[src/dcache_pkg.sv]
// Fixed geometry of 2 ways by 16 sets of 16-byte lines on a 16-bit physical byte address
package dcache_pkg;

   localparam int ADDR_W     = 16;
   localparam int WORD_W     = 32;
   localparam int WORD_BYTES = WORD_W / 8;
   localparam int LINE_WORDS = 4;
   localparam int LINE_W     = WORD_W * LINE_WORDS;
   localparam int SETS       = 16;
   localparam int INDEX_W    = $clog2(SETS);
   localparam int WAYS       = 2;
   localparam int OFFSET_W   = $clog2(LINE_W / 8);
   localparam int TAG_W      = ADDR_W - INDEX_W - OFFSET_W;

   // Address fields
   typedef logic [ADDR_W-1:0]             addr_t;
   typedef logic [TAG_W-1:0]              tag_t;
   typedef logic [INDEX_W-1:0]            index_t;
   typedef logic [$clog2(LINE_WORDS)-1:0] word_sel_t;
   typedef logic [ADDR_W-OFFSET_W-1:0]    line_addr_t;

   // Payload and way select
   typedef logic [WORD_W-1:0]             word_t;
   typedef logic [WORD_BYTES-1:0]         wmsk_t;
   typedef logic [LINE_W-1:0]             line_t;
   typedef logic [$clog2(WAYS)-1:0]       way_t;

   // Miss handling states
   typedef enum logic [2:0] {
      MS_IDLE,
      MS_WB_REQ,
      MS_WB_WAIT,
      MS_FILL_REQ,
      MS_FILL_WAIT
   } miss_state_t;

endpackage

[src/dcache_ifs.sv]


// Miss request, victim info and refill traffic
interface refill_if
   import dcache_pkg::*;
();

   logic       fill_en;
   way_t       fill_way;
   line_t      fill_line;
   logic       retry;
   logic       miss;
   index_t     miss_index;
   tag_t       miss_tag;
   tag_t       victim_tag;
   logic       victim_dirty;
   line_t      victim_line;

   modport ctrl (output fill_en, fill_way, fill_line, retry,
                 input  miss, miss_index, miss_tag, victim_tag, victim_dirty, victim_line);
   modport tag  (input  fill_en, fill_way, retry,
                 output miss, miss_index, miss_tag, victim_tag, victim_dirty);
   modport data (input  fill_en, fill_way, fill_line, miss_index,
                 output victim_line);

endinterface

[src/miss_fsm.sv]
// One memory request at a time; the response must arrive at least one cycle after the ready edge
`timescale 1ns/1ps

module miss_fsm
   import dcache_pkg::*;
(
   input  logic        clk,
   input  logic        i_rst_n,
   input  logic        i_mem_ready,
   input  logic        i_mem_resp_valid,
   input  line_t       i_mem_rline,
   output logic        o_mem_valid,
   output logic        o_mem_we,
   output line_addr_t  o_mem_line_addr,
   output line_t       o_mem_wline,
   refill_if.ctrl      rf
);

   miss_state_t  state_q;
   miss_state_t  state_nxt;
   way_t         fill_way_q;
   logic         retry_q;
   logic         fill_en;

   always_comb
      begin
         state_nxt = state_q;
         case (state_q)
            MS_IDLE:
               if (rf.miss)
                  state_nxt = rf.victim_dirty ? MS_WB_REQ : MS_FILL_REQ;

            MS_WB_REQ:
               if (i_mem_ready)
                  state_nxt = MS_WB_WAIT;

            // Write ack only
            MS_WB_WAIT:
               if (i_mem_resp_valid)
                  state_nxt = MS_FILL_REQ;

            MS_FILL_REQ:
               if (i_mem_ready)
                  state_nxt = MS_FILL_WAIT;

            // Stays here through the retry cycle
            MS_FILL_WAIT:
               if (retry_q)
                  state_nxt = MS_IDLE;

            default:
               state_nxt = MS_IDLE;
         endcase
      end

   assign fill_en = (state_q == MS_FILL_WAIT) && i_mem_resp_valid;

   always_ff @(posedge clk or negedge i_rst_n)
      begin
         if (!i_rst_n)
            begin
               state_q    <= MS_IDLE;
               fill_way_q <= '0;
               retry_q    <= 1'b0;
            end
         else
            begin
               state_q <= state_nxt;
               retry_q <= fill_en;
               // Round-robin advances once per replacement
               if (fill_en)
                  fill_way_q <= way_t'(fill_way_q + 1'b1);
            end
      end

   // Payload is stable while valid since stage 1 and the arrays are frozen
   assign o_mem_valid     = (state_q == MS_WB_REQ) || (state_q == MS_FILL_REQ);
   assign o_mem_we        = (state_q == MS_WB_REQ);
   assign o_mem_line_addr = o_mem_we ? {rf.victim_tag, rf.miss_index}
                                     : {rf.miss_tag, rf.miss_index};
   assign o_mem_wline     = rf.victim_line;

   assign rf.fill_en   = fill_en;
   assign rf.fill_way  = fill_way_q;
   assign rf.fill_line = i_mem_rline;
   assign rf.retry     = retry_q;

endmodule

[src/flat_wrapper.sv]
// flat-port wrapper written by rule: the top's interface ports become plain ports
module miss_fsm_flat import dcache_pkg::*;
  (clk, i_rst_n, i_mem_ready, i_mem_resp_valid, i_mem_rline, o_mem_valid, o_mem_we, o_mem_line_addr, o_mem_wline, rf_fill_en, rf_fill_way, rf_fill_line, rf_retry, rf_miss, rf_miss_index, rf_miss_tag, rf_victim_tag, rf_victim_dirty, rf_victim_line);
  refill_if rf_i ();
  input  logic clk;
  input  logic i_rst_n;
  input  logic i_mem_ready;
  input  logic i_mem_resp_valid;
  input  line_t i_mem_rline;
  output logic o_mem_valid;
  output logic o_mem_we;
  output line_addr_t o_mem_line_addr;
  output line_t o_mem_wline;
  output wire logic [$bits(rf_i.fill_en)-1:0] rf_fill_en;
  output wire logic [$bits(rf_i.fill_way)-1:0] rf_fill_way;
  output wire logic [$bits(rf_i.fill_line)-1:0] rf_fill_line;
  output wire logic [$bits(rf_i.retry)-1:0] rf_retry;
  input wire logic [$bits(rf_i.miss)-1:0] rf_miss;
  input wire logic [$bits(rf_i.miss_index)-1:0] rf_miss_index;
  input wire logic [$bits(rf_i.miss_tag)-1:0] rf_miss_tag;
  input wire logic [$bits(rf_i.victim_tag)-1:0] rf_victim_tag;
  input wire logic [$bits(rf_i.victim_dirty)-1:0] rf_victim_dirty;
  input wire logic [$bits(rf_i.victim_line)-1:0] rf_victim_line;
  assign rf_fill_en = rf_i.fill_en;
  assign rf_fill_way = rf_i.fill_way;
  assign rf_fill_line = rf_i.fill_line;
  assign rf_retry = rf_i.retry;
  assign rf_i.miss = rf_miss;
  assign rf_i.miss_index = rf_miss_index;
  assign rf_i.miss_tag = rf_miss_tag;
  assign rf_i.victim_tag = rf_victim_tag;
  assign rf_i.victim_dirty = rf_victim_dirty;
  assign rf_i.victim_line = rf_victim_line;
  miss_fsm u_core (.clk(clk), .i_rst_n(i_rst_n), .i_mem_ready(i_mem_ready), .i_mem_resp_valid(i_mem_resp_valid), .i_mem_rline(i_mem_rline), .o_mem_valid(o_mem_valid), .o_mem_we(o_mem_we), .o_mem_line_addr(o_mem_line_addr), .o_mem_wline(o_mem_wline), .rf(rf_i));
endmodule
[config.mk]
export PLATFORM = sky130hd
export DESIGN_NAME = miss_fsm_flat
export DESIGN_NICKNAME = d
export VERILOG_FILES = /design/src/dcache_pkg.sv /design/src/dcache_ifs.sv /design/src/miss_fsm.sv /design/src/flat_wrapper.sv
export SDC_FILE = /design/constraint.sdc
export NUM_CORES = 1
export LEC_CHECK = 0
export BUFFER_PORTS_ARGS = -buffer_cell sky130_fd_sc_hd__buf_2
export CORE_AREA = 2 2 218 220
export DETAILED_ROUTE_END_ITERATION = 8
export DIE_AREA = 0 0 220 222
export SLEW_MARGIN = 10
export SYNTH_ARGS = -nofsm -noshare
export SYNTH_HDL_FRONTEND = slang
export SYNTH_SLANG_ARGS = --single-unit
[constraint.sdc]
create_clock -name clk -period 1.4 [get_ports clk]
set_clock_uncertainty 0.15 [all_clocks]
set_input_delay 0.28 -clock clk [delete_from_list [all_inputs] [get_ports clk]]
set_output_delay 0.28 -clock clk [all_outputs]
set_load 0.005 [all_outputs]
Yosys cells after proc, flatten, opt, wreduce, memory -nomap -nowiden
Cells that the tools add are included.

Flip-flop bits (word level): 5. Bits in latches: 0. Memory bits (writable): 0. Memory bits (read-only): 0. Input bits: 282. Output and inout port bits: 273. Word-level logic and storage cells: 25. Memories kept: 0.

$add $sub $neg: 1. Multiply operators: 0. Div/mod/pow operators: 0. Magnitude comparators: 0. Equal/unequal tests: 9. Shifts and indexed selects: 0. Multiplexer cells: 8. Bitwise logic cells: 0. Reduce and logical (&&, ||, !) cells: 4.

Operators with widths (count): two-way mux 3 bit (5); case mux 3 bit (5 select lines) (1); two-way mux 12 bit (1); inequality test 2 bit (second input constant) (4); == test 3 x 2 -> 1 bit (second input constant) (2); AND reduction 5 bit (1); == test 3 x 1 -> 1 bit (second input constant) (1); == test 3 bit (second input constant) (1); logical NOT 3 bit (1); two-way mux 2 bit (1); inequality test 2 x 1 -> 1 bit (second input constant) (1); adder 1 bit (second input constant) (1); logical AND 1 bit (1); logical OR 1 bit (1).

Depth between registers and ports, before layout
Word-level depth: 3. Mapped depth: 4. Gate-level depth less buffers: 2.

Worst setup path before layout
OpenSTA, ideal clock, no wires.

Path type: reg2out. Start point: reg u_core.state_q[1]. End point: out o_mem_line_addr[10]. Arrival time: 1.117 ns. Required time: 0.970 ns. Path slack: -0.147 ns. Cell stages (with the launch flop): 4. Path buffers: 1. Path through: dfrtp_1 > nor3b_4 > buf_6 > mux2_4.

Word-level cells in the longest chain between the ends: 2.

RTL lines: from (decl) (RTL line miss_fsm.sv:19) `miss_state_t state_q;`; from (signal assigned) (RTL line miss_fsm.sv:68) `state_q <= state_nxt;`; == test 3 x 1 -> 1 bit (RTL line miss_fsm.sv:78) `assign o_mem_we = (state_q == MS_WB_REQ);`; net o_mem_we (RTL line flat_wrapper.sv:11) `output logic o_mem_we;`; two-way mux 12 bit (RTL line miss_fsm.sv:79) `assign o_mem_line_addr = o_mem_we ? {rf.victim_tag, rf.miss_index}`; to (decl) (RTL line flat_wrapper.sv:12) `output line_addr_t o_mem_line_addr;`.

The timed path passes the listed nets, and every way through them passes these cells.

Final worst setup path
Start point: reg u_core.state_q[2]. End point: out o_mem_line_addr[4].

Word-level cells in the longest chain between the ends: 2.

RTL lines (RTL line): == test 3 x 1 -> 1 bit (miss_fsm.sv:78); two-way mux 12 bit (miss_fsm.sv:79).

Every way passes these cells.

==> results.yml <==
outcome:
  status: "finished with violations"
  violations: "negative setup slack"
detailed_routing:
  wl_per_cell_um: 15.68
  drc: 0
  wl_um: 10720
  viasPerCell: 1.292
  dr.pass1.iters: 2
  ant_nets: 0
  vias: 884
  drtIter0Drc: 27
synthesis:
  ys_top_cells_by_area: "buf_4, dfrtp_1, mux2_4"
  synth_top_area_share_pct: 83.47
  yosysUniqueCellTypes: 16
  ys_warn_count: 0
  syn_nets: 571
  synth_top_family_by_area: "buffers and inverters"
  ys_seq_area_share_pct: 5.350
  yosys.area_share.simple_pct: 2.354
  synthMuxAreaShare_pct: 5.618
  synth-compound-area-share_pct: 1.712
  synth_seq_cells: 5
  yosys.area_share.adder_pct: 0
  netlist_area_mm2: 0.002338
  synth_xor_xnor_area_share_pct: 0.3745
  netlist_instances: 289
  synth_top_cell_by_area: "buf_4"
  synth.avg_cell_area_um2: 8.092
grt:
  antenna_found_initial: 4
  grt_pass1_vias: 1050
  grt_overflow_total: 0
  grt_use_total_pct: 3.973
  grt_max_degree: 10
  grt_pass1_wl_um: 11860
power_and_ir_drop:
  power_leakage_nw: 0.4256
  combPwrFrac_pct: 59.8
  switchingPower_mw: 0.5521
  sw_frac_of_total_pct: 30.07
  pwr-share-seq_pct: 14.5
  clock_power_share_pct: 25.8
  p_per_area_mw_per_mm2: 1175
  ir_drop_uv: 1079
  p_int_mw: 1.284
sta:
  hold_viol_final: 0
  tightest_slew_ns: 0.2644
  slew-limit-headroom_pct: 82.18
  setup_viol_count_final: 13
  fin_setup_tns_ns: -5.519
  max_freq_mhz: 513.1
  finalMaxSlewViolations: 0
  rsz0062_at_grt: "true"
  setup_ws_ns: -0.5489
  period_share_pct: 139.2
  fin_crit_ns: 1.949
cells_and_area:
  nNetsFinal: 360
  final_cell_mix: "buf_2, buf_6, mux2_4"
  syn2layout_area_growth_pct: -33.17
  final_common_cell: "buf_2"
  final.fill_count: 5541
  drive_gt1_share_pct: 83.12
  final_cells: 684
  antenna_cells: 0
critical_path:
  slowest_stage: "dfrtp_2"
  crit_buf_inv: 2
  startpoint_type: "flip-flop"
  crit_path_end_kind: "primary output"
  critPathArrivalTime_ns: 1.52
  cp.required_ns: 0.97
  setup.worst_path.class: "reg -> out"
  crit_family: "flip-flops"
  crit_chain: "nor3b_4, buf_12, mux2_4, buf_6"
  critPathMaxStageDelay_ns: 0.41
  cp_max_fo: 9
clock_tree:
  clk_transition_reported_paths_ns: 0.03
  cts_made_buffers: 3
  cts_buffer_depth: 2
  cts_max_level: 1
  clock-root-buffer: "clkbuf_16"
  cts.sinks: 5
  clk_latency_ns: 0.23
  cts_tree: "built"
place:
  portBuffers: 34
  dpl.hpwl_um: 8938
  gp_congestion: 0.5045
  dp_cells: 672
floorplanning:
  core-area_mm2: 0.04626
  die_w_um: 220
  initial_core_util_pct: 5.055
  die_h_um: 222
  rows: 79
  io_pins: 555
  die-area_mm2: 0.04884
job:
  cap_violations: 0
worst_hold_path:
  min_path_type: "in -> reg"
-- per-stage QoR --
stage               hold slack, ns  utilization [%]  worst slack, ns  power (mW)  cell area (µm²)
floorplan                  -0.1656                -          -0.1285       1.349             2341
finish                      0.1522            3.378          -0.5489       1.836             1563
global route                0.1801            3.378          -0.6220       1.961             1563
detailed placement        -0.04677            2.894          -0.3146       1.085             1339
global placement          -0.05299            2.894          -0.2945       1.071             1339
CTS                         0.1445            3.273          -0.5526       1.731             1514
-- sequential cells by signal, summed over array words and instances (netlist names) --
register / cells
u_core.state_q: 3
u_core.rf.fill_way: 1
u_core.rf.retry: 1
-- worst paths after layout --
| path | endpoint | from | slack [ns] | cells past startpoint |
|---|---|---|---|---|
| setup / recovery | o_mem_line_addr[4] | u_core.state_q[2]$_DFFE_PN0P_ | -0.55 | 4 |
| hold / removal | u_core.state_q[1]$_DFFE_PN0P_ | rf_victim_dirty | 0.15 | 3 |
| setup reg to reg | u_core.rf.fill_way$_DFFE_PN0P_ | u_core.state_q[2]$_DFFE_PN0P_ | -0.16 | 6 |
| hold reg to reg | u_core.rf.fill_way$_DFFE_PN0P_ | u_core.rf.fill_way$_DFFE_PN0P_ | 0.32 | 1 |
| max in group asynchronous | u_core.state_q[1]$_DFFE_PN0P_ | i_rst_n | 0.71 | 2 |
| min in group asynchronous | u_core.state_q[0]$_DFFE_PN0P_ | i_rst_n | 0.25 | 2 |
-- worst register-to-register path, cell delays in order, from the launching register on --
cell and delay, ns:
dfrtp_2 0.41, buf_4 0.14, buf_4 0.12, buf_6 0.11, and4bb_2 0.25, buf_6 0.12, xor2_1 0.13
-- area by class of cell --
| class | instances | area (µm²) | share of cell area, % |
|---|---|---|---|
| Tap cell | 607 | 759.5 | 48.60 |
| Timing Repair Buffer | 46 | 346.6 | 22.18 |
| Multi-Input combinational cell | 21 | 246.5 | 15.77 |
| Sequential cell | 5 | 127.6 | 8.167 |
| Clock buffer | 4 | 78.83 | 5.044 |
| Inverter | 1 | 3.754 | 0.2402 |
-- per-layer routing --
layer	vias to the layer above	share of wire (%)	GRT usage, %
met1	290	17	1.896
met5	-	0	0
met3	144	27	4.019
li1	204	-	-
met4	0	20	7.794
met2	246	37	5.092
-- power by group through the flow --
stage	combinational [mW]	sequential, mW	clock [mW]
floorplan	1.07	0.280	0
global placement	0.814	0.257	0
detailed placement	0.824	0.261	0
CTS	0.996	0.259	0.475
global route	1.21	0.273	0.481
finish	1.10	0.266	0.473
-- synthesized netlist by cell type (all sizes together) --
cell    count
o41ai       1
nor2b       1
dfrtp       5
a31o        1
o21a        1
mux2        9
nor3b       1
a21oi       3
buf       262
and4bb      1
xor2        1
nand4b      1
inv         1
or3b        1
-- cells by family (layout without fill, tap and decap cells) --
logic type	count (synthesis)	after routing
mux	9	9
flops	5	5
simple gates	5	5
compound gates	6	6
buf+inv	263	51
xor+xnor	1	1
-- repair_timing --
action / in CTS / in global routing
resized for setup: 11 / 5
cloned: 0 / 0
hold buffers: 1 / 0
endpoints found under the hold margin: 5 / 0
setup buffers: 3 / 5
pin swaps: 1 / 2
endpoints found under the setup margin: 11 / 13
Note: power is estimated with default switching activity, not from simulation.
